$ cat src/line_buffer.sv
`timescale 1ns/1ns

module line_buffer #(
	parameter int  COLS   = 32,          // entries per row
	parameter int  ROWS   = 4,           // number of delayed rows
	parameter type data_t = logic [7:0]
) (
	input  logic  clk,
	input  logic  rst,
	input  logic  en,              // shift strobe, one per stream element
	input  data_t din,
	output data_t dout [ROWS]      // dout[k] is din from k+1 rows back
);

	// one long shift chain, entry 0 is the newest element
	data_t chain [ROWS*COLS];

	always_ff @(posedge clk) begin
		if (rst) begin
			for (int i = 0; i < ROWS*COLS; i++) begin
				chain[i] <= '0;  // first frame sees zeros above row 0
			end
		end else if (en) begin
			chain[0] <= din;
			for (int i = 1; i < ROWS*COLS; i++) begin
				chain[i] <= chain[i-1];
			end
		end
	end

	// tap at the end of each row segment, exactly (k+1)*COLS shifts old
	for (genvar k = 0; k < ROWS; k++) begin : g_row_tap
		assign dout[k] = chain[(k+1)*COLS-1];
	end

endmodule

$ cat config.mk
export PLATFORM = sky130hd
export DESIGN_NAME = line_buffer
export DESIGN_NICKNAME = d
export VERILOG_FILES = /design/src/line_buffer.sv
export SDC_FILE = /design/constraint.sdc
export NUM_CORES = 1
export LEC_CHECK = 0
export BUFFER_PORTS_ARGS = -buffer_cell sky130_fd_sc_hd__buf_2
export CAP_MARGIN = 40
export CORE_ASPECT_RATIO = 2
export CORE_UTILIZATION = 45
export DETAILED_ROUTE_END_ITERATION = 8
export GPL_TIMING_DRIVEN = 0
export PLACE_DENSITY = 0.65
export SYNTH_ARGS = -nofsm -noshare
export SYNTH_HDL_FRONTEND = slang
export SYNTH_SLANG_ARGS = --single-unit
$ cat constraint.sdc
create_clock -name clk -period 20.9 [get_ports clk]
set_input_delay 1.045 -clock clk [delete_from_list [all_inputs] [get_ports clk]]
set_output_delay 1.045 -clock clk [all_outputs]
set_load 0.01 [all_outputs]
==> impl_metrics.csv <==
group,metric,value,unit
status,status,"finished, final reports clean",
synthesis,synthTopCellsByCount,"1024 x edfxtp_1, 528 x and3b_1, 336 x nor2b_1",
synthesis,synth.cell_area,40200,sq um
clock_tree,cts_tree,"built",
sta,maxSlewViolCount,0,
drt,wire_per_inst,16.9,um
final_layout,drive_gt1_share,22.0,%
sta,tns,0,ns
final_layout,area_growth,12.5,%
final_layout,diodes,0,
power_and_ir_drop,peakVddDrop,0.0904,mV
drt,first_pass_iters,4,
final_layout,fillCellCount,7239,
synthesis,yosys_warnings,0,
sta,finalHoldViolCount,0,
grt,gr-total-overflow,0,
synthesis,synth_cells,2254,
worst_setup_path,crit_type,"input port to flip-flop",
final_layout,top_regs,"chain x1024",
worst_setup_path,cpPeakStageDelay,0.55,ns
sta,slew_headroom,63.9,%
grt,grt_pass1_wl,101000,um
floorplanning,die_w,213,um
floorplanning,die-area,90600,sq um
sta,finalSetupViolCount,0,
worst_setup_path,cpMostUsedCell,"buf_16",
floorplanning,design.portCount,43,
clock_tree,cts_buffer_depth,3,
sta,tightest_slew,0.541,ns
drt,num_vias,18000,
final_layout,multi_input_area,8140,sq um
final_layout,regArea,30700,sq um
drt,ant_nets,0,
synthesis,syn_avg_cell_area,17.8,sq um
grt,grt_pass1_vias,19100,
clock_tree,cts_setup_buffers,0,
drt,vias_per_cell,4.93,
worst_setup_path,cp_max_fo,71,
placed_design,port_buffers,40,
grt,grt_max_degree,73,
worst_setup_path,critPathLaunchType,"input port",
clock_tree,cts_hold_buffers,0,
sta,rsz0062_at_grt,"no",
final_layout,final_area,45200,sq um
sta,min_period_over_period,16.4,%
synthesis,synthesis.nets,2265,
synthesis,yosysMostFrequentCell,"edfxtp_1",
sta,max_clock_freq,292,MHz
clock_tree,cts-htree-levels,3,
final_layout,nNetsFinal,2416,
worst_setup_path,critPathSlowestCell,"or2_4",
clock_tree,path_clk_slew,0.06,ns
worst_setup_path,crit_buf_inv,6,
hold_path,hold_class,"flip-flop to flip-flop",
clock_tree,cts_buffers,92,
clock_tree,cts.sinks,1024,
synthesis,ys.flop_type,"edfxtp_1",
floorplanning,start_util,45.6,%
final_layout,largest_reg_flops,1024,
flow_run,drv_cap,0,
placed_design,gp_congestion,0.740,
placed_design,dpl.hpwl,37600,um
clock_tree,post_cts_resized,0,
worst_setup_path,crit_required,21.22,ns
grt,grt_usage,14.1,%
synthesis,ys_seq_elements,1024,
synthesis,ys_seq_area_share,76.5,%
synthesis,ys_types,10,
floorplanning,rows,154,
placed_design,placed_cell_area,42300,sq um
drt,drtIter0Drc,976,
final_layout,largest-register,"chain",
synthesis,synth-edff-count,1024,
grt,antenna_found_initial,1,
sta,fin_crit,3.42,ns
floorplanning,dieHeight,425,um
drt,drc,0,
power_and_ir_drop,powerDensity,95.5,nW/um^2
worst_setup_path,path_cells,"buf_2 > buf_2 > or2_4 > buf_16 > buf_16 > buf_16 > buf_16",
clock_tree,cts-root-buf,"clkbuf_16",
drt,wl,61600,um
synthesis,synth_top_cell_area_share,76.5,%
worst_setup_path,path_delay_family,"buffers and inverters",
synthesis,yosys.area.top_type,"edfxtp_1",
sta,fin_skew,0.0220,ns
worst_setup_path,cp.arrival,3.74,ns
power_and_ir_drop,leakagePower,19.1,nW
clock_tree,insertion_delay,0.67,ns
synthesis,ys_async_sr_fraction,0,%
floorplanning,design.core.area,88200,sq um
synthesis,yosys-top-cells-area,"edfxtp_1 76%, and3b_1 12%, nor2b_1 5.2%, nor2b_2 3.5%, buf_2 1.5%",
worst_setup_path,setup.worst_path.end_class,"flip-flop",
## report_power, final
part | switching (mW) | internal, mW | total [mW]
Combinational | 0.111 | 0.0898 | 0.200
Sequential | 0.0364 | 2.41 | 2.45
Clock | 0.741 | 0.930 | 1.67
Total | 0.888 | 3.43 | 4.32
## cells by family after synthesis
| kind of cell | after synthesis | synth area share [%] |
|---|---|---|
| buffers and inverters | 205 | 3.30 |
| and+or+nand+nor | 1025 | 20.2 |
| DFF | 1024 | 76.5 |
## per-stage QoR
stage | worst slack, ns | cells | hold WS (ns) | power (mW) | util, %
floorplan | 6.47 | 2254 | 0.507 | 2.67 | -
global placement | 2.38 | 3464 | 0.510 | 2.74 | 47.5
detailed placement | 16.74 | 3481 | 0.514 | 2.70 | 47.9
CTS | 17.48 | 3647 | 0.534 | 4.37 | 51.3
global route | 17.35 | 3647 | 0.533 | 4.47 | 51.3
finish | 17.48 | 3647 | 0.520 | 4.32 | 51.3
## area by class of cell
| cell class | instances | area share, % |
|---|---|---|
| clock buffer | 105 | 5.24 |
| timing repair buffer | 57 | 1.39 |
| buffer | 205 | 2.93 |
| sequential | 1024 | 68.0 |
| multi-input combinational | 1025 | 18.0 |
| clock inverter | 61 | 1.26 |
| tap | 1170 | 3.24 |
## cell usage in the layout (no fill, tap or decap)
cell type,count
edfxtp_1,1024
and3b_1,528
nor2b_1,336
buf_2,162
nor2b_2,160
clkbuf_16,93
buf_6,37
buf_4,32
clkinv_1,24
clkbuf_1,20
clkinv_2,16
buf_16,12
bufinv_16,9
clkbuf_2,6
clkinvlp_4,5
buf_12,5
inv_6,3
clkinv_8,2
or2_4,1
inv_16,1
inv_8,1
## worst paths after layout
kind | from | depth (start not counted) | slack [ns] | to
setup / recovery | en | 7 | 17.48 | chain[0][327]
hold / removal | chain[1][112] | 1 | 0.52 | chain[1][120]
setup reg to reg | chain[0][242] | 1 | 19.98 | chain[0][250]
hold reg to reg | chain[1][112] | 1 | 0.52 | chain[1][120]
## layer usage
| layer | GRT usage (%) | wire length [um] | part of all wire [%] |
|---|---|---|---|
| met2 | 25.4 | 33500 | 54 |
| met5 | 0 | 0 | 0 |
| met1 | 16.5 | 25000 | 41 |
| met3 | 2.44 | 1740 | 2.8 |
| met4 | 5.01 | 1390 | 2.3 |
(Power assumes the default switching activity.)
