--- config.mk ---
export PLATFORM = sky130hd
export DESIGN_NAME = stream_control
export DESIGN_NICKNAME = d
export VERILOG_FILES = /design/src/lenet_pkg.sv /design/src/stream_control.sv
export SDC_FILE = /design/constraint.sdc
export NUM_CORES = 1
export LEC_CHECK = 0
export CORE_UTILIZATION = 30
export DETAILED_ROUTE_END_ITERATION = 10
export DONT_BUFFER_PORTS = 1
export PLACE_DENSITY = 0.47
export SYNTH_ARGS = -nofsm -noshare
export SYNTH_HDL_FRONTEND = slang
export SYNTH_SLANG_ARGS = --single-unit
--- constraint.sdc ---
create_clock -name clk -period 1.5 [get_ports clk]
set_input_delay 0.15 -clock clk [delete_from_list [all_inputs] [get_ports clk]]
set_output_delay 0.15 -clock clk [all_outputs]
set_load 0.03 [all_outputs]
--- src/lenet_pkg.sv ---
package lenet_pkg;

	// input image, one signed pixel per clock in raster order
	localparam int IMAGE_COLS = 32;
	localparam int IMAGE_ROWS = 32;

	// c1 convolution window
	localparam int KERNEL_SIZE = 5;
	localparam int KERNEL_TAPS = KERNEL_SIZE * KERNEL_SIZE;  // weights per map, bias not counted

	localparam int C1_SIZE = IMAGE_COLS - KERNEL_SIZE + 1;  // 28
	localparam int S2_SIZE = C1_SIZE / 2;                    // 14 after 2x2 stride-2 pooling
	localparam int C1_MAPS = 6;

	localparam int PIXEL_WIDTH = 8;   // pixels and weights
	localparam int HALF_WIDTH  = 16;  // c1 and s2 values, sums wrap at this width

	typedef logic signed [PIXEL_WIDTH-1:0] pixel_t;
	typedef logic signed [HALF_WIDTH-1:0]  feature_t;

	// weights of one map, row-major, tap 0 is top left of the window
	typedef pixel_t kernel_t [KERNEL_TAPS];

	// image position counters
	typedef logic [$clog2(IMAGE_COLS)-1:0] col_t;
	typedef logic [$clog2(IMAGE_ROWS)-1:0] row_t;

endpackage

--- src/stream_control.sv ---
`timescale 1ns/1ns

module stream_control (
	input  logic clk,
	input  logic rst,
	output logic c1_valid,    // kernel outputs hold a complete 5x5 window
	output logic pool_phase   // c1 value closes a 2x2 pooling block
);
	import lenet_pkg::*;

	col_t col;         // position of the pixel sampled at the coming edge
	row_t row;
	logic win_full;    // that pixel is the bottom right of a full window
	logic odd_pos;

	assign win_full = (col >= col_t'(KERNEL_SIZE-1)) && (row >= row_t'(KERNEL_SIZE-1));

	// c1 index is image index minus 4, parity is the same
	assign odd_pos = col[0] & row[0];

	// raster counters, frames run back to back with no gap
	always_ff @(posedge clk) begin
		if (rst) begin
			col <= '0;
			row <= '0;
		end else if (col == col_t'(IMAGE_COLS-1)) begin
			col <= '0;
			if (row == row_t'(IMAGE_ROWS-1)) begin
				row <= '0;  // frame end
			end else begin
				row <= row + 1'b1;
			end
		end else begin
			col <= col + 1'b1;
		end
	end

	// registered so the strobes line up with the kernels' output register
	always_ff @(posedge clk) begin
		if (rst) begin
			c1_valid   <= 1'b0;
			pool_phase <= 1'b0;
		end else begin
			c1_valid   <= win_full;
			pool_phase <= win_full & odd_pos;  // odd c1 row and odd c1 column
		end
	end

endmodule

==> impl_metrics.toml <==
[yosys]
ys_async_sr_fraction_pct = 0
muxShareOfSynthArea_pct = 1.88
synth-main-ff-cell = "dfxtp_1"
syn_nets = 65
seq_area_frac_synth_pct = 45.2
synthMostInstantiatedCell = "dfxtp_1"
syn_area_um2 = 532
synth-edff-count = 0
synth.area.top_cells = "dfxtp_1, ha_1, nor3_1"
synthXorXnorAreaFrac_pct = 3.29
ys.warnings.count = 0
synthCells = 57
avgSynthCellArea_um2 = 9.33
synth-compound-area-share_pct = 6.82
synth_top_family_by_area = "simple AND/OR/NAND/NOR gates"
synth_commonest_cells = "dfxtp_1, ha_1, nor3_1"
synth-simple-area-share_pct = 23.5
synthAdderAreaFrac_pct = 14.1
synth_top_area_share_pct = 45.2
ys_ff_latch = 12
yosysUniqueCellTypes = 22
synth_area_leader_cell = "dfxtp_1"

[place]
hpwl_um = 709
portBuffers = 0
routabilityCongestion = 0.763

[floorplan]
io_pins = 4
placementRows = 14
die_h_um = 44.1
die_area_um2 = 1940
initial_core_util_pct = 33.7
coreArea_um2 = 1580
dieWidth_um = 44.1

[power]
power_density_nw_per_um2 = 769
max-vdd-ir-drop_mv = 0.444
finalPower_mw = 0.552
p_leak_nw = 0.248

[worst_setup_path]
crit_type = "flip-flop to flip-flop"
rr_worst_depth = 5
r2r_setup_slack_ps = 7
r2r_start = "row[0]$_SDFFE_PP0N_"
worstSetupEndpointType = "flip-flop"
cp_max_fo = 3
r2r_end = "row[3]$_SDFFE_PP0N_"
critPathArrivalTime_ps = 1700
required_ps = 1700
cp-start-kind = "flip-flop"

[global_route]
grt_pass1_vias = 378
grt-ovfl-total = 0
grt_max_degree = 13
grt_usage_pct = 12.4
grt_pass1_wl_um = 1670
antenna_found_initial = 0

[clocking]
insertion_delay_ps = 270
cts_made_buffers = 3
h-tree-depth = 1
post_cts_buffers = 0
clock_path_buffers = 2
cts_tree = "done"
cts-root-buf = "clkbuf_4"
path_clk_slew_ps = 70
clock_sinks = 12

[timing]
slew_headroom_pct = 67.2
max_freq_ghz = 0.670
fin_crit_ps = 1490
finalHoldViolCount = 0
fin_crit_sh_pct = 99.6
drv_slew = 0
rsz0062_at_grt = "true"
finalSetupViolCount = 0
finClkSkew_ps = 2.58
worst_pin_slew_ps = 490

[route]
ant_nets = 0
vias = 407
vias_per_cell = 4.96
drtIter0Drc = 6
wl_um = 1010
wl_per_cell_um = 12.3
drc = 0
firstDrtPassIters = 5

[final_layout]
layout-drive-gt1-share_pct = 36.4
fillers = 157
antennaDiodeCount = 0
layout.nets = 76
finish.utilization_pct = 45.6
syn_to_final_growth_pct = 35.1

[min_path]
hold_depth = 2
min_path_type = "flip-flop to flip-flop"
hold_start = "row[3]$_SDFFE_PP0N_"
hold-path-endpoint = "row[3]$_SDFFE_PP0N_"

[outcome]
status = "finished, final reports clean"

[job]
cap_violations = 0
==> sequential cells by signal, indices dropped and copies added (netlist names) <==
| register | cells |
|---|---|
| col | 5 |
| row | 5 |
| c1_valid | 1 |
| pool_phase | 1 |
==> worst max path at each step <==
stage / startpoint / depth (start not counted) / end / slack (ps)
finish: row[0]$_SDFFE_PP0N_ / 5 / row[3]$_SDFFE_PP0N_ / 7
global route: row[0]$_SDFFE_PP0N_ / 5 / row[3]$_SDFFE_PP0N_ / -20
CTS: row[1]$_SDFFE_PP0N_ / 5 / row[3]$_SDFFE_PP0N_ / 6
detailed placement: row[0]$_SDFFE_PP0N_ / 5 / row[3]$_SDFFE_PP0N_ / 10
global placement: row[0]$_SDFFE_PP0N_ / 5 / row[3]$_SDFFE_PP0N_ / 30
floorplan: row[0]$_SDFFE_PP0N_ / 5 / row[3]$_SDFFE_PP0N_ / 4
==> per-stage QoR <==
stage	hold WS [ps]	cells	TNS [ps]	setup slack, ps	cell area, um2
finish	535	82	0	6.63	718
global route	577	82	-50.0	-23.9	718
CTS	526	82	0	5.90	692
detailed placement	220	78	0	11.4	649
global placement	217	78	0	30.3	649
floorplan	226	57	0	4.21	586
==> cell families after synthesis <==
family          Yosys count
compound gates            7
xor+xnor                  2
fa+ha+maj                 6
buf+inv                   7
flops                    12
mux                       1
simple gates             22
==> cells in the final DEF, fill, tap and decap left out, drive strengths merged <==
| cell type | synthesis | routed |
|---|---|---|
| a21oi | 4 | 4 |
| a31oi | 1 | 1 |
| and3 | 2 | 2 |
| buf | 1 | 7 |
| clkbuf | 1 | 3 |
| dfxtp | 12 | 12 |
| dlygate4sd3 | 0 | 1 |
| ha | 6 | 6 |
| inv | 5 | 5 |
| mux2i | 1 | 1 |
| nand2 | 2 | 2 |
| nand3 | 2 | 2 |
| nand3b | 1 | 1 |
| nor2 | 3 | 3 |
| nor3 | 6 | 6 |
| nor3b | 3 | 3 |
| nor4 | 1 | 1 |
| nor4bb | 1 | 1 |
| o21ai | 2 | 2 |
| or4 | 1 | 1 |
| xnor2 | 1 | 1 |
| xor2 | 1 | 1 |
==> power by group <==
part	internal, mW	switching [mW]	total [mW]
combinational	0.0129	0.0133	0.0262
sequential	0.326	0.00777	0.334
clock	0.0928	0.0993	0.192
==> critical path: stages, from the launching register on <==
cell and delay [ps]:
dfxtp_2 340, ha_4 160, and3_4 180, ha_4 150, or4_4 470, a21oi_2 140
==> per-layer routing <==
metal | share of wire [%] | track usage (%) | vias to the layer above | routed length (um)
li1 | - | - | 215 | -
met1 | 54 | 16.4 | 183 | 544
met2 | 40 | 16.2 | 7 | 401
met3 | 5.4 | 7.35 | 2 | 55
met4 | 0.99 | 5.45 | 0 | 10
met5 | 0 | 0 | - | 0
==> cell type report <==
cell class	instances	area [um2]	share of cell area, %
Inverter	5	18.8	2.61
Multi-Input combinational cell	38	347	48.3
Timing Repair Buffer	8	62.6	8.71
Tap cell	16	20.0	2.79
Sequential cell	12	248	34.5
Clock buffer	3	22.5	3.14
==> repair_timing <==
action / CTS / global route
pin swaps: 1 / 1
endpoints found under the setup margin: 1 / 2
hold endpoints to repair: 12 / 0
gates resized for setup: 1 / 6
hold buffers: 1 / 0
Note: power is estimated with default switching activity, not from simulation.
