[src/lenet_pkg.sv]
package lenet_pkg;

	// input image, one signed pixel per clock in raster order
	localparam int IMAGE_COLS = 32;
	localparam int IMAGE_ROWS = 32;

	// c1 convolution window
	localparam int KERNEL_SIZE = 5;
	localparam int KERNEL_TAPS = KERNEL_SIZE * KERNEL_SIZE;  // weights per map, bias not counted

	localparam int C1_SIZE = IMAGE_COLS - KERNEL_SIZE + 1;  // 28
	localparam int S2_SIZE = C1_SIZE / 2;                    // 14 after 2x2 stride-2 pooling
	localparam int C1_MAPS = 6;

	localparam int PIXEL_WIDTH = 8;   // pixels and weights
	localparam int HALF_WIDTH  = 16;  // c1 and s2 values, sums wrap at this width

	typedef logic signed [PIXEL_WIDTH-1:0] pixel_t;
	typedef logic signed [HALF_WIDTH-1:0]  feature_t;

	// weights of one map, row-major, tap 0 is top left of the window
	typedef pixel_t kernel_t [KERNEL_TAPS];

	// image position counters
	typedef logic [$clog2(IMAGE_COLS)-1:0] col_t;
	typedef logic [$clog2(IMAGE_ROWS)-1:0] row_t;

endpackage

[src/conv_kernel.sv]
`timescale 1ns/1ns

module conv_kernel (
	input  logic                clk,
	input  lenet_pkg::pixel_t   column [lenet_pkg::KERNEL_SIZE],  // newest row last
	input  lenet_pkg::kernel_t  weights,
	input  lenet_pkg::pixel_t   bias,
	output lenet_pkg::feature_t c1_out
);
	import lenet_pkg::*;

	// four earlier columns, index 0 is the oldest
	pixel_t   hist [KERNEL_SIZE][KERNEL_SIZE-1];
	pixel_t   win  [KERNEL_SIZE][KERNEL_SIZE];  // full window, last column is the live input
	feature_t acc;
	feature_t relu;

	// shift window left by one column every clock
	always_ff @(posedge clk) begin
		for (int r = 0; r < KERNEL_SIZE; r++) begin
			for (int c = 0; c < KERNEL_SIZE-2; c++) begin
				hist[r][c] <= hist[r][c+1];
			end
			hist[r][KERNEL_SIZE-2] <= column[r];
		end
	end

	always_comb begin
		for (int r = 0; r < KERNEL_SIZE; r++) begin
			for (int c = 0; c < KERNEL_SIZE-1; c++) begin
				win[r][c] = hist[r][c];
			end
			win[r][KERNEL_SIZE-1] = column[r];  // incoming column completes the window
		end
	end

	// 25 products plus bias, everything wraps at 16 bits
	always_comb begin
		acc = feature_t'(bias);  // sign-extended
		for (int r = 0; r < KERNEL_SIZE; r++) begin
			for (int c = 0; c < KERNEL_SIZE; c++) begin
				// 8x8 product always fits the 16-bit signed range
				acc = acc + feature_t'(win[r][c]) * feature_t'(weights[r*KERNEL_SIZE+c]);
			end
		end
	end

	assign relu = acc[HALF_WIDTH-1] ? '0 : acc;  // clamp negatives

	// output register, one cycle after the window-completing pixel
	always_ff @(posedge clk) begin
		c1_out <= relu;
	end

endmodule

[config.mk]
export PLATFORM = sky130hd
export DESIGN_NAME = conv_kernel
export DESIGN_NICKNAME = d
export VERILOG_FILES = /design/src/lenet_pkg.sv /design/src/conv_kernel.sv
export SDC_FILE = /design/constraint.sdc
export NUM_CORES = 2
export LEC_CHECK = 0
export ABC_CLOCK_PERIOD_IN_PS = 17600
export BUFFER_PORTS_ARGS = -buffer_cell sky130_fd_sc_hd__buf_2
export CAP_MARGIN = 30
export CORE_MARGIN = 2
export CORE_UTILIZATION = 65
export DETAILED_ROUTE_END_ITERATION = 8
export HOLD_SLACK_MARGIN = 0.1
export PLACE_DENSITY = 0.83
export SKIP_LAST_GASP = 1
export SLEW_MARGIN = 25
export SYNTH_ARGS = -nofsm -noshare
export SYNTH_HDL_FRONTEND = slang
export SYNTH_SLANG_ARGS = --single-unit
[constraint.sdc]
create_clock -name clk -period 17.6 [get_ports clk]
set_clock_uncertainty 0.05 [all_clocks]
set_input_delay 2.64 -clock clk [delete_from_list [all_inputs] [get_ports clk]]
set_output_delay 2.64 -clock clk [all_outputs]
set_load 0.01 [all_outputs]
==> summary.txt <==
Cells and area
  – Layout overhead on the synthesized area: 5.30%
  – Final design area excluding fillers: 71000 sq um
  – Ratio of cells with drive above 1 in the final layout: 4.50%
  – Fin nets: 9523

Placement
  – DPL Wire Length: roughly 170000 um
  – Placer Congestion: 1.06
  – Standard cell area after detailed placement: a little over 70000 sq um
  – Port buffer count: 263

Clock network
  – Clock-pin slew on the worst setup and hold paths: roughly 0.08 ns
  – Postcts setup bufs: 0
  – Number of sinks driven by the clock tree: 175
  – Clock tree from TritonCTS: done
  – Post-cts gate resize count: 0
  – H-tree levels: 4
  – Clock Root Buffer: sky130_fd_sc_hd__clkbuf_16
  – Buffer levels on the longest clock path: 2
  – Clock latency on the worst-skew pair: 0.56 ns
  – TritonCTS buffer count: 17
  – Number of hold buffers added after cts: 0

Floorplanning
  – Overall die width: 326 um
  – Count of standard-cell rows: 118
  – Core outline area: 103000 sq um
  – Die area: roughly 110000 sq um
  – Die extent in y: 326 um
  – I/O pin count: between 200 and 300
  – Initial cell density of the core: 65.3%

Global routing
  – Total Routing Usage GR: 37.8%
  – Via count of the first global-routing pass: around 50000
  – Antenna violations before repair: 21
  – GR Layer Usage met3: approximately 8.9%
  – First-pass GRT wire length: 296000 um
  – Maximum number of pins on one net before global-route repair: 17
  – Global routing usage on met1: 45.5%
  – Met2 track demand over resource in global routing: 63.3%
  – Busiest layer in global routing: met2
  – Overflow after GRT: 0

Route
  – Via-per-instance ratio: 5.41
  – Total via count in the routed design: 44596
  – Per-cell routed wire length: 22.6 um
  – WL final: 187000 um
  – First-pass iteration count of the detailed router: 6
  – Post-route DRC: 0
  – Antenna Violating Nets Remaining: 0
  – Initial DRC Count: 3360

Logic synthesis
  – Mean Syn Cell Area: 10.3 sq um
  – Most common flop cell mapped by yosys: sky130_fd_sc_hd__dfxtp_1
  – Unique cell type count in the Yosys netlist: 35
  – Top cells by area in the synthesized netlist: sky130_fd_sc_hd__fa_1, sky130_fd_sc_hd__inv_1, sky130_fd_sc_hd__ha_1
  – Top cells by instance count after synthesis: sky130_fd_sc_hd__inv_1, sky130_fd_sc_hd__fa_1, sky130_fd_sc_hd__and2_1
  – Post-synth design cell area: 67400 sq um
  – Share of flip-flops with an asynchronous set or reset: 0%
  – Post-synthesis sequential element count: 175
  – Syn Inst Count: 6560
  – Most numerous cell in the Yosys netlist: sky130_fd_sc_hd__inv_1
  – EDFF count, synth: 0
  – Yosys top cell area share: around three fifths
  – Yosys top cell by area: sky130_fd_sc_hd__fa_1
  – Number of synthesis warnings: 0
  – Synth Net Count: 9249
  – Share of the yosys chip area belonging to registers: 5.20%

Critical path
  – Maximum fanout along the worst path: 15
  – Slowest Stage Delay on Critical Path: 0.71 ns
  – Nature of the critical path endpoint: flip-flop
  – WS Path Type: in -> reg
  – CP most frequent cell: sky130_fd_sc_hd__fa_1
  – Startpoint types: primary input
  – Worst path arrival time: 12.54 ns
  – Crit path required time: 17.96 ns
  – Worst-path cell with the longest stage delay: sky130_fd_sc_hd__a21boi_2

Timing
  – Post-layout minimum cycle time: 12.18 ns
  – Unrepaired setup endpoints after global routing: no
  – # setup viols final: 0
  – Share of the clock period used by the worst path: 69.2%
  – Setup Total Neg Slack: 0 ns
  – Final Hold Fails: 0
  – Worst max-slew margin expressed relative to the limit: 30.7%
  – Worst Tran Pin Value: 1.03 ns
  – Slew Limit Fails: 0
  – Highest Clock Rate: 82.1 MHz

Worst hold path
  – Worst min-delay path class: reg -> reg

Job
  – Max-cap viol count: 0

Run status
  – Run status: completed
==> sequential cells by signal, indices dropped and copies added (netlist names) <==
name / cells
hist: 160
c1_out: 15
==> worst max-delay path: cells and delay by family <==
kind	cells	cell delay, ns
adders and majority gates	12	6.39
xor gates and xnor gates	7	1.84
buffers and inverters	8	0.73
AOI/OAI and AO/OA	1	0.71
and+or+nand+nor	2	0.23
==> worst paths after layout <==
path | from | end | slack (ns) | depth (start not counted)
max | weights[17] | c1_out[4] | 5.42 | 30
min | hist[2][16] | hist[2][24] | 0.41 | 0
max reg2reg | hist[4][23] | c1_out[4] | 7.10 | 28
min reg2reg | hist[2][16] | hist[2][24] | 0.41 | 0
==> per-layer routing <==
| layer | up-vias | part of all wire [%] |
|---|---|---|
| li1 | 18742 | - |
| met1 | 23309 | 34 |
| met2 | 2038 | 50 |
| met3 | 493 | 8.7 |
| met4 | 14 | 6.8 |
| met5 | - | 0.051 |
==> kinds of logic (layout without fill, tap and decap cells) <==
kind of cell | Yosys count | after routing | synth area share [%]
xor gates and xnor gates | 226 | 226 | 2.98
buffers and inverters | 2071 | 2358 | 11.6
AOI/OAI and AO/OA | 30 | 30 | 0.282
adders and majority gates | 2440 | 2440 | 67.3
and+or+nand+nor | 1617 | 1617 | 12.7
other | 1 | 14 | 0.00557
DFF | 175 | 175 | 5.20
==> layout by cell type, fill, tap and decap left out, types with 2 or more instances in the layout <==
cell type,synthesis,routed
sky130_fd_sc_hd__clkinv_4,0,5
sky130_fd_sc_hd__a21oi_1,6,6
sky130_fd_sc_hd__nor2b_1,33,33
sky130_fd_sc_hd__xor2_1,28,28
sky130_fd_sc_hd__inv_1,2062,2062
sky130_fd_sc_hd__nor3_1,2,2
sky130_fd_sc_hd__or2_2,2,2
sky130_fd_sc_hd__o21ai_0,11,11
sky130_fd_sc_hd__nand2b_1,120,120
sky130_fd_sc_hd__o21bai_1,3,3
sky130_fd_sc_hd__inv_6,0,4
sky130_fd_sc_hd__ha_1,470,470
sky130_fd_sc_hd__xnor3_1,2,2
sky130_fd_sc_hd__a21o_1,3,3
sky130_fd_sc_hd__clkbuf_8,0,2
sky130_fd_sc_hd__nor3_2,10,10
sky130_fd_sc_hd__nor3b_1,5,5
sky130_fd_sc_hd__nor2_1,41,41
sky130_fd_sc_hd__buf_2,0,263
sky130_fd_sc_hd__diode_2,0,13
sky130_fd_sc_hd__xnor2_1,196,196
sky130_fd_sc_hd__clkbuf_16,0,17
sky130_fd_sc_hd__and2_1,802,802
sky130_fd_sc_hd__fa_1,1970,1970
sky130_fd_sc_hd__nand2_1,600,600
sky130_fd_sc_hd__dfxtp_1,175,175
==> stage by stage <==
stage | worst slack, ns | hold slack [ns] | cells | util (%)
final | 5.42 | 0.409 | 8240 | 68.8
after global routing | 5.00 | 0.435 | 8237 | 68.7
after floorplan | 6.07 | 0.339 | 6560 | -
after global placement | 5.07 | 0.403 | 8195 | 68.2
after CTS | 5.45 | 0.412 | 8227 | 68.7
after detailed placement | 4.85 | 0.401 | 8195 | 68.2
==> area by class of cell <==
type / instances / area, sq um
Inverter: 2063 / 7740
Sequential cell: 175 / 3500
Clock inverter: 12 / 103
Antenna cell: 13 / 32.5
Clock buffer: 20 / 457
Timing Repair Buffer: 263 / 1320
Multi-Input combinational cell: 4314 / 56100
Fill cell: 7686 / 32200
Tap cell: 1380 / 1730
Power is left out: the tool's default activity adds up to more than one toggle a clock period on the data nets, which glitch-free logic cannot reach.
