`src/lenet_pkg.sv`:
```
package lenet_pkg;

	// input image, one signed pixel per clock in raster order
	localparam int IMAGE_COLS = 32;
	localparam int IMAGE_ROWS = 32;

	// c1 convolution window
	localparam int KERNEL_SIZE = 5;
	localparam int KERNEL_TAPS = KERNEL_SIZE * KERNEL_SIZE;  // weights per map, bias not counted

	localparam int C1_SIZE = IMAGE_COLS - KERNEL_SIZE + 1;  // 28
	localparam int S2_SIZE = C1_SIZE / 2;                    // 14 after 2x2 stride-2 pooling
	localparam int C1_MAPS = 6;

	localparam int PIXEL_WIDTH = 8;   // pixels and weights
	localparam int HALF_WIDTH  = 16;  // c1 and s2 values, sums wrap at this width

	typedef logic signed [PIXEL_WIDTH-1:0] pixel_t;
	typedef logic signed [HALF_WIDTH-1:0]  feature_t;

	// weights of one map, row-major, tap 0 is top left of the window
	typedef pixel_t kernel_t [KERNEL_TAPS];

	// image position counters
	typedef logic [$clog2(IMAGE_COLS)-1:0] col_t;
	typedef logic [$clog2(IMAGE_ROWS)-1:0] row_t;

endpackage

```
`src/line_buffer.sv`:
```
`timescale 1ns/1ns

module line_buffer #(
	parameter int  COLS   = 32,          // entries per row
	parameter int  ROWS   = 4,           // number of delayed rows
	parameter type data_t = logic [7:0]
) (
	input  logic  clk,
	input  logic  rst,
	input  logic  en,              // shift strobe, one per stream element
	input  data_t din,
	output data_t dout [ROWS]      // dout[k] is din from k+1 rows back
);

	// one long shift chain, entry 0 is the newest element
	data_t chain [ROWS*COLS];

	always_ff @(posedge clk) begin
		if (rst) begin
			for (int i = 0; i < ROWS*COLS; i++) begin
				chain[i] <= '0;  // first frame sees zeros above row 0
			end
		end else if (en) begin
			chain[0] <= din;
			for (int i = 1; i < ROWS*COLS; i++) begin
				chain[i] <= chain[i-1];
			end
		end
	end

	// tap at the end of each row segment, exactly (k+1)*COLS shifts old
	for (genvar k = 0; k < ROWS; k++) begin : g_row_tap
		assign dout[k] = chain[(k+1)*COLS-1];
	end

endmodule

```
`src/max_pool.sv`:
```
`timescale 1ns/1ns

module max_pool (
	input  logic                clk,
	input  logic                rst,
	input  logic                c1_valid,    // c1_in is a real c1 value
	input  logic                pool_phase,  // c1_in closes a 2x2 block
	input  lenet_pkg::feature_t c1_in,
	output lenet_pkg::feature_t pool_out
);
	import lenet_pkg::*;

	feature_t above [1];   // same column, one c1 row up
	feature_t prev_cur;    // previous column, current row
	feature_t prev_up;     // previous column, row above
	feature_t max_cur;
	feature_t max_up;
	feature_t max_all;

	// c1 row buffer only advances on valid c1 positions
	line_buffer #(
		.COLS   (C1_SIZE),
		.ROWS   (1),
		.data_t (feature_t)
	) u_c1_row (
		.clk  (clk),
		.rst  (rst),
		.en   (c1_valid),
		.din  (c1_in),
		.dout (above)
	);

	always_ff @(posedge clk) begin
		if (c1_valid) begin
			prev_cur <= c1_in;
			prev_up  <= above[0];
		end
	end

	// max of the four values in two stages
	assign max_cur = (c1_in > prev_cur) ? c1_in : prev_cur;
	assign max_up  = (above[0] > prev_up) ? above[0] : prev_up;
	assign max_all = (max_cur > max_up) ? max_cur : max_up;

	always_ff @(posedge clk) begin
		if (pool_phase) begin
			pool_out <= max_all;  // held until the next block closes
		end
	end

endmodule

```
`config.mk`:
```
export PLATFORM = sky130hd
export DESIGN_NAME = max_pool
export DESIGN_NICKNAME = d
export VERILOG_FILES = /design/src/lenet_pkg.sv /design/src/line_buffer.sv /design/src/max_pool.sv
export SDC_FILE = /design/constraint.sdc
export NUM_CORES = 1
export LEC_CHECK = 0
export BUFFER_PORTS_ARGS = -buffer_cell sky130_fd_sc_hd__buf_2
export CORE_ASPECT_RATIO = 0.75
export CORE_MARGIN = 2
export CORE_UTILIZATION = 50
export DETAILED_ROUTE_END_ITERATION = 7
export PLACE_DENSITY = 0.69
export REMOVE_ABC_BUFFERS = 1
export SLEW_MARGIN = 20
export SYNTH_ARGS = -nofsm -noshare
export SYNTH_HDL_FRONTEND = slang
export SYNTH_SLANG_ARGS = --single-unit
```
`constraint.sdc`:
```
create_clock -name clk -period 10.9 [get_ports clk]
set_clock_uncertainty 0.15 [all_clocks]
set_input_delay 3.27 -clock clk [delete_from_list [all_inputs] [get_ports clk]]
set_output_delay 3.27 -clock clk [all_outputs]
set_load 0.02 [all_outputs]
```
==> flow_metrics.py, run 1 <==
metrics = {
    "status": {
        "status": "finished clean",
    },
    "cts": {
        "cts_tree": "built",
        "cts-resized-gates": 0,
        "cts.sinks": 496,
        "cts_root_buffer": "clkbuf_16",
        "postCtsHoldBufs": 0,
        "postCtsSetupBuffers": 0,
        "cts.htree.levels": 2,
        "clk_latency_ns": 0.55,
        "cts_buffers": 46,
        "cts_buffer_depth": 3,
        "clkTransAtPathRegs_ns": 0.06,
    },
    "worst_setup_path": {
        "crit_path_start": "c1_in[14]",
        "cp_data_arrival_time_ns": 7.92,
        "cp_slowest_cell": "o41a_1",
        "critical_path_required_ns": 10.99,
        "r2r_start": "u_c1_row.chain[6][61]",
        "crit_fanout": 16,
        "crit_path_max_incr_delay_ns": 0.89,
        "critPathKind": "in2reg",
        "path_cells": "buf_2 > ha_1 > nand4_1 > a2111oi_0 > o41a_1 > mux2i_1 > inv_1 > ha_1 > and3_4 > a22o_1 > or4_4 > o31ai_4 > mux2i_1",
        "setup.worst_path.end_class": "flip-flop",
        "cp-start-kind": "input pin",
    },
    "flow_run": {
        "maxCapViolCount": 0,
    },
    "power_and_ir_drop": {
        "p_switching_uw": 892,
        "combPwrFrac": 0.074,
        "leakage_nw": 8.60,
        "power_switching_share": 0.216,
        "p_per_area_nw_per_um2": 189,
        "internal_power_mw": 3.23,
        "peakVddDrop_uv": 116,
        "pwr-share-clk": 0.370,
        "pwr-share-seq": 0.555,
    },
    "die": {
        "start_util": 0.510,
        "die-area_um2": 41000,
        "die_x_um": 233,
        "num_rows": 62,
        "io_pins": 36,
        "core_area_um2": 38600,
        "dieHeight_um": 176,
    },
    "logic_synthesis": {
        "ys_warn_count": 0,
        "netlist_instances": 1214,
        "synth_area_um2": 19700,
        "seq_area_frac_synth": 0.757,
        "syn_avg_cell_area_um2": 16.2,
        "synth-seq-cells": 496,
        "ys_types": 32,
    },
    "placement": {
        "hpwl_um": 15400,
        "port-buffer-count": 35,
        "place_ws_ns": 2.51,
        "gp_congestion": 0.804,
    },
    "routing": {
        "avgRoutedWirePerCell_um": 15.7,
        "firstDrtPassIters": 5,
        "wl_um": 28200,
        "viasPerCell": 4.99,
        "ant_nets": 0,
        "via_count": 8979,
        "drc": 0,
        "drt_iter0_markers": 736,
    },
    "cells_and_area": {
        "ff_latch_area_um2": 14900,
        "diodes": 0,
        "utilization": 0.566,
        "multi_input_area_um2": 4370,
        "layout-drive-gt1-share": 0.0909,
        "num-fill-cells": 2945,
        "area_delta_synth_final_pct": 10.9,
        "final_nets": 1319,
    },
    "global_route": {
        "grt_antenna_before_repair": 0,
        "overflow": 0,
        "track_usage": 0.140,
        "grt_max_degree": 289,
        "grt_pass1_wl_um": 45500,
        "grt_pass1_vias": 8615,
    },
    "timing": {
        "rsz0062_at_grt": "no",
        "max_freq_ghz": 0.128,
        "hold_viol_final": 0,
        "maxSlewViolCount": 0,
        "tightest_slew_ns": 1.07,
        "fin_ws_ns": 3.08,
        "min_period_ns": 7.82,
        "fin_crit_sh": 0.718,
        "tns_ns": 0,
        "slew_headroom": 0.284,
        "setup-violations-final": 0,
    },
    "hold_path": {
        "min-delay-start": "u_c1_row.chain[6][58]",
        "worstHoldPathType": "reg2reg",
    },
}
stage by stage:
stage	power, mW	instance area [um2]	hold WS, ns	std cells
final	4.12	21800	0.352	1799
after global routing	4.29	21800	0.364	1799
after CTS	4.17	21800	0.354	1798
after detailed placement	2.64	20400	0.337	1714
after global placement	2.63	20400	0.327	1714
after floorplan	2.54	19400	0.300	1159
synthesized netlist by cell type:
| cell | count | area (um2) |
|---|---|---|
| and2_1 | 288 | 1800 |
| a22o_1 | 1 | 8.76 |
| a21oi_1 | 13 | 65.1 |
| edfxtp_1 | 496 | 14900 |
| nand4_1 | 10 | 62.6 |
| o41a_1 | 2 | 22.5 |
| a21oi_2 | 1 | 8.76 |
| ha_1 | 48 | 601 |
| and3_4 | 1 | 11.3 |
| buf_2 | 2 | 10.0 |
| o31ai_4 | 1 | 21.3 |
| nor2_1 | 2 | 7.51 |
| nor3_1 | 1 | 5.00 |
| nand2_1 | 1 | 3.75 |
| a211oi_1 | 3 | 22.5 |
| or4_4 | 1 | 11.3 |
| a2111oi_0 | 3 | 26.3 |
| nand3_2 | 1 | 10.0 |
| o211ai_1 | 3 | 22.5 |
| mux2i_1 | 48 | 480 |
| nor2b_1 | 164 | 1030 |
| a21o_1 | 7 | 52.6 |
| buf_8 | 1 | 15.0 |
| nor4_1 | 3 | 18.8 |
| buf_6 | 1 | 11.3 |
| buf_4 | 1 | 7.51 |
| a21o_2 | 1 | 8.76 |
| a2111o_1 | 2 | 22.5 |
| inv_1 | 51 | 191 |
| or2_2 | 2 | 12.5 |
| clkbuf_1 | 50 | 188 |
| nand3_1 | 5 | 25.0 |
worst max-delay path, delay by kind of cell:
family / cells / cell delay, ns
AO/OA/AOI/OAI: 4 / 2.39
multiplexers: 2 / 0.61
AND/OR/NAND/NOR: 3 / 0.81
adder cells (fa/ha/maj): 2 / 0.61
buffers and inverters: 2 / 0.20
layout make-up:
type	instances	area share
sequential	496	0.683
multi-input combinational	612	0.200
inverter	51	0.00878
tap	512	0.0294
clock inverter	32	0.0108
timing repair buffer	44	0.0133
clock buffer	52	0.0548
final timing paths:
kind / endpoint / slack [ns] / cells after the start
min reg2reg: prev_up[10] / 0.35 / 0
max reg2reg: pool_out[0] / 5.25 / 12
min: prev_up[10] / 0.35 / 0
max: pool_out[0] / 3.08 / 13
cells in the final DEF, fill, tap and decap left out, types with 2 or more instances in the layout:
cell and n:
clkbuf_1 5, o41a_1 2, nor2_1 2, clkinv_2 11, nor2b_1 163, and2_1 288
clkinv_1 15, nor4_1 3, a2111oi_0 3, bufinv_16 3, a211oi_1 3, clkbuf_16 47
buf_4 7, mux2i_1 48, ha_1 48, inv_1 51, nand4_1 10, edfxtp_1 496
buf_12 2, buf_2 34, a2111o_1 2, nand3_1 5, a21o_1 7, o211ai_1 3
a21oi_1 13
power by group through the flow:
stage               clock [mW]  combinational [mW]  sequential [mW]
floorplan                    0               0.195             2.35
global placement             0               0.301             2.33
detailed placement           0               0.307             2.33
CTS                       1.57               0.309             2.29
global route              1.64               0.341             2.30
finish                    1.53               0.307             2.29
metal layers:
metal  up-vias  wire length, um  track usage
li1       4369                -            -
met1      4452            14500        0.222
met2       112            12100        0.197
met3        46             1160       0.0271
met4         0              536       0.0361
met5         -                0            0
kinds of logic (layout without fill, tap and decap cells):
group                    count (synthesis)  in the layout  synth area share
AND/OR/NAND/NOR                        479            479             0.152
flip-flops                             496            496             0.757
adder cells (fa/ha/maj)                 48             48            0.0305
buffers and inverters                  106            179            0.0215
multiplexers                            48             48            0.0244
AO/OA/AOI/OAI                           37             37            0.0143
registers in the layout, indices dropped and copies added, names as in the netlist:
name	cells
prev_cur	16
prev_up	16
pool_out	16
u_c1_row.chain	448
No activity file was read; power rests on OpenSTA's default activity.
==> inputs of run 2 (changes only) <==
==> constraint.sdc (replaced) <==
create_clock -name clk -period 7.8 [get_ports clk]
set_clock_uncertainty 0.15 [all_clocks]
set_input_delay 2.34 -clock clk [delete_from_list [all_inputs] [get_ports clk]]
set_output_delay 2.34 -clock clk [all_outputs]
set_load 0.02 [all_outputs]
==> flow_metrics.py, run 2 (synthesized netlist as in run 1, its figures left out) <==
metrics = {
    "worst_setup_path": {
        "r2r_cells": 13,
        "r2r_start": "u_c1_row.chain[6][61]",
        "setup.worst_path.end_class": "flip-flop",
        "timing.rr.end": "pool_out[1]",
        "critPathKind": "in2reg",
        "crit_path_start": "c1_in[1]",
        "critical_path_required_ns": 8.03,
        "crit_fanout": 9,
        "cp-start-kind": "input pin",
        "ff2ff_setup_slack_ns": 2.29,
        "cp_data_arrival_time_ns": 6.47,
    },
    "cells_and_area": {
        "final_cell_mix": "edfxtp_1 (496), and2_1 (288), nor2b_1 (163)",
        "num-fill-cells": 2903,
        "diodes": 0,
        "area_delta_synth_final_pct": 10.6,
        "regMostFlops": "u_c1_row.chain",
        "largest_reg_flops": 448,
        "final_common_cell": "edfxtp_1",
        "final_nets": 1319,
        "layout-drive-gt1-share": 0.0858,
        "finalNonFillerCells": 1794,
        "fin_area_um2": 21800,
    },
    "routing": {
        "firstDrtPassIters": 4,
        "avgRoutedWirePerCell_um": 15.9,
        "drc": 0,
        "via_count": 8978,
        "ant_nets": 0,
        "drt_iter0_markers": 739,
        "viasPerCell": 5.00,
        "wl_um": 28600,
    },
    "status": {
        "status": "finished clean",
    },
    "die": {
        "die-area_um2": 41000,
        "core_area_um2": 38600,
        "io_pins": 36,
        "dieHeight_um": 176,
        "num_rows": 62,
        "start_util": 0.510,
        "die_x_um": 233,
    },
    "cts": {
        "cts-resized-gates": 0,
        "cts_buffers": 45,
        "postCtsSetupBuffers": 0,
        "cts_tree": "built",
        "cts_buffer_depth": 3,
        "postCtsHoldBufs": 0,
        "clkTransAtPathRegs_ns": 0.06,
        "cts.htree.levels": 2,
        "cts_root_buffer": "clkbuf_16",
        "clk_latency_ns": 0.55,
        "cts.sinks": 496,
    },
    "timing": {
        "rsz0062_at_grt": "no",
        "slew_headroom": 0.299,
        "fin_crit_sh": 0.800,
        "setup-violations-final": 0,
        "hold_viol_final": 0,
        "fin_ws_ns": 1.56,
        "tightest_slew_ns": 1.05,
        "min_period_ns": 6.24,
        "max_freq_ghz": 0.160,
        "maxSlewViolCount": 0,
    },
    "power_and_ir_drop": {
        "pwr-share-clk": 0.361,
        "power_switching_share": 0.218,
        "peakVddDrop_uv": 198,
        "p_per_area_nw_per_um2": 262,
        "p_switching_mw": 1.24,
        "leakage_nw": 8.56,
        "combPwrFrac": 0.077,
        "internal_power_mw": 4.45,
        "pwr-share-seq": 0.562,
    },
    "global_route": {
        "track_usage": 0.142,
        "grt_pass1_vias": 8672,
        "grt_max_degree": 289,
        "grt_antenna_before_repair": 1,
        "overflow": 0,
        "grt_pass1_wl_um": 45900,
    },
    "placement": {
        "hpwl_um": 15600,
        "gp_congestion": 0.814,
        "dp.cells": 1716,
        "dpl-instance-area_um2": 20400,
        "port-buffer-count": 35,
        "place_ws_ns": 1.03,
    },
    "flow_run": {
        "maxCapViolCount": 0,
    },
    "hold_path": {
        "min-delay-start": "u_c1_row.chain[6][55]",
        "worstHoldPathType": "reg2reg",
        "min_path_cells": 0,
        "min_to": "prev_up[7]",
    },
}
## run 2: cell count changes in the layout (fill, tap and decap cells not counted), moves of 2 or more
cell,change
buf_12,+3
bufinv_16,-2
clkinv_2,-8
clkbuf_1,+3
## run 2: worst max path at each step
| stage | endpoint | cells past startpoint |
|---|---|---|
| 3_3_place_gp | pool_out[3] | 16 |
| 2_1_floorplan | u_c1_row.chain[0][0] | 2 |
| 6_report | pool_out[1] | 17 |
| 5_1_grt | pool_out[1] | 17 |
| 3_5_place_dp | pool_out[1] | 17 |
| 4_1_cts | pool_out[1] | 17 |
## run 2: worst max-delay path, cell delays in order
cell	delay, ns
buf_2	0.14
ha_1	0.30
nor2b_1	0.13
o211ai_1	0.09
a2111oi_0	0.39
o41a_1	0.23
buf_4	0.20
mux2i_1	0.33
inv_1	0.08
ha_1	0.33
a21o_1	0.20
a21oi_2	0.12
nor2_1	0.05
or4_4	0.49
o31ai_4	0.51
buf_4	0.31
mux2i_1	0.23
## run 2: area by class of cell
type | instances | area [um2] | area share
clock inverter | 23 | 140 | 0.00644
inverter | 51 | 191 | 0.00880
sequential | 496 | 14900 | 0.685
timing repair buffer | 45 | 315 | 0.0145
clock buffer | 55 | 1210 | 0.0554
multi-input combinational | 612 | 4370 | 0.201
tap | 512 | 641 | 0.0294
## run 2: metrics by stage
stage	setup TNS [ns]	power, mW	utilization	hold WS, ns
after floorplan	-653.38	3.55	-	0.300
after global placement	0	3.68	0.529	0.327
after detailed placement	0	3.69	0.529	0.334
after CTS	0	5.75	0.564	0.350
after global routing	0	5.92	0.564	0.373
final	0	5.69	0.564	0.347
## run 2: power groups by stage
stage	combinational [mW]	sequential (mW)	clock [mW]
after floorplan	0.273	3.28	0
after global placement	0.427	3.25	0
after detailed placement	0.439	3.26	0
after CTS	0.440	3.20	2.11
after global routing	0.482	3.22	2.21
final	0.437	3.20	2.05
## run 2: layer usage
layer  up-vias  track usage  routed length (um)
li1       4366            -                   -
met4         0       0.0353                 522
met5         -            0                   0
met1      4453        0.224               14700
met3        44       0.0299                1210
met2       115        0.199               12200
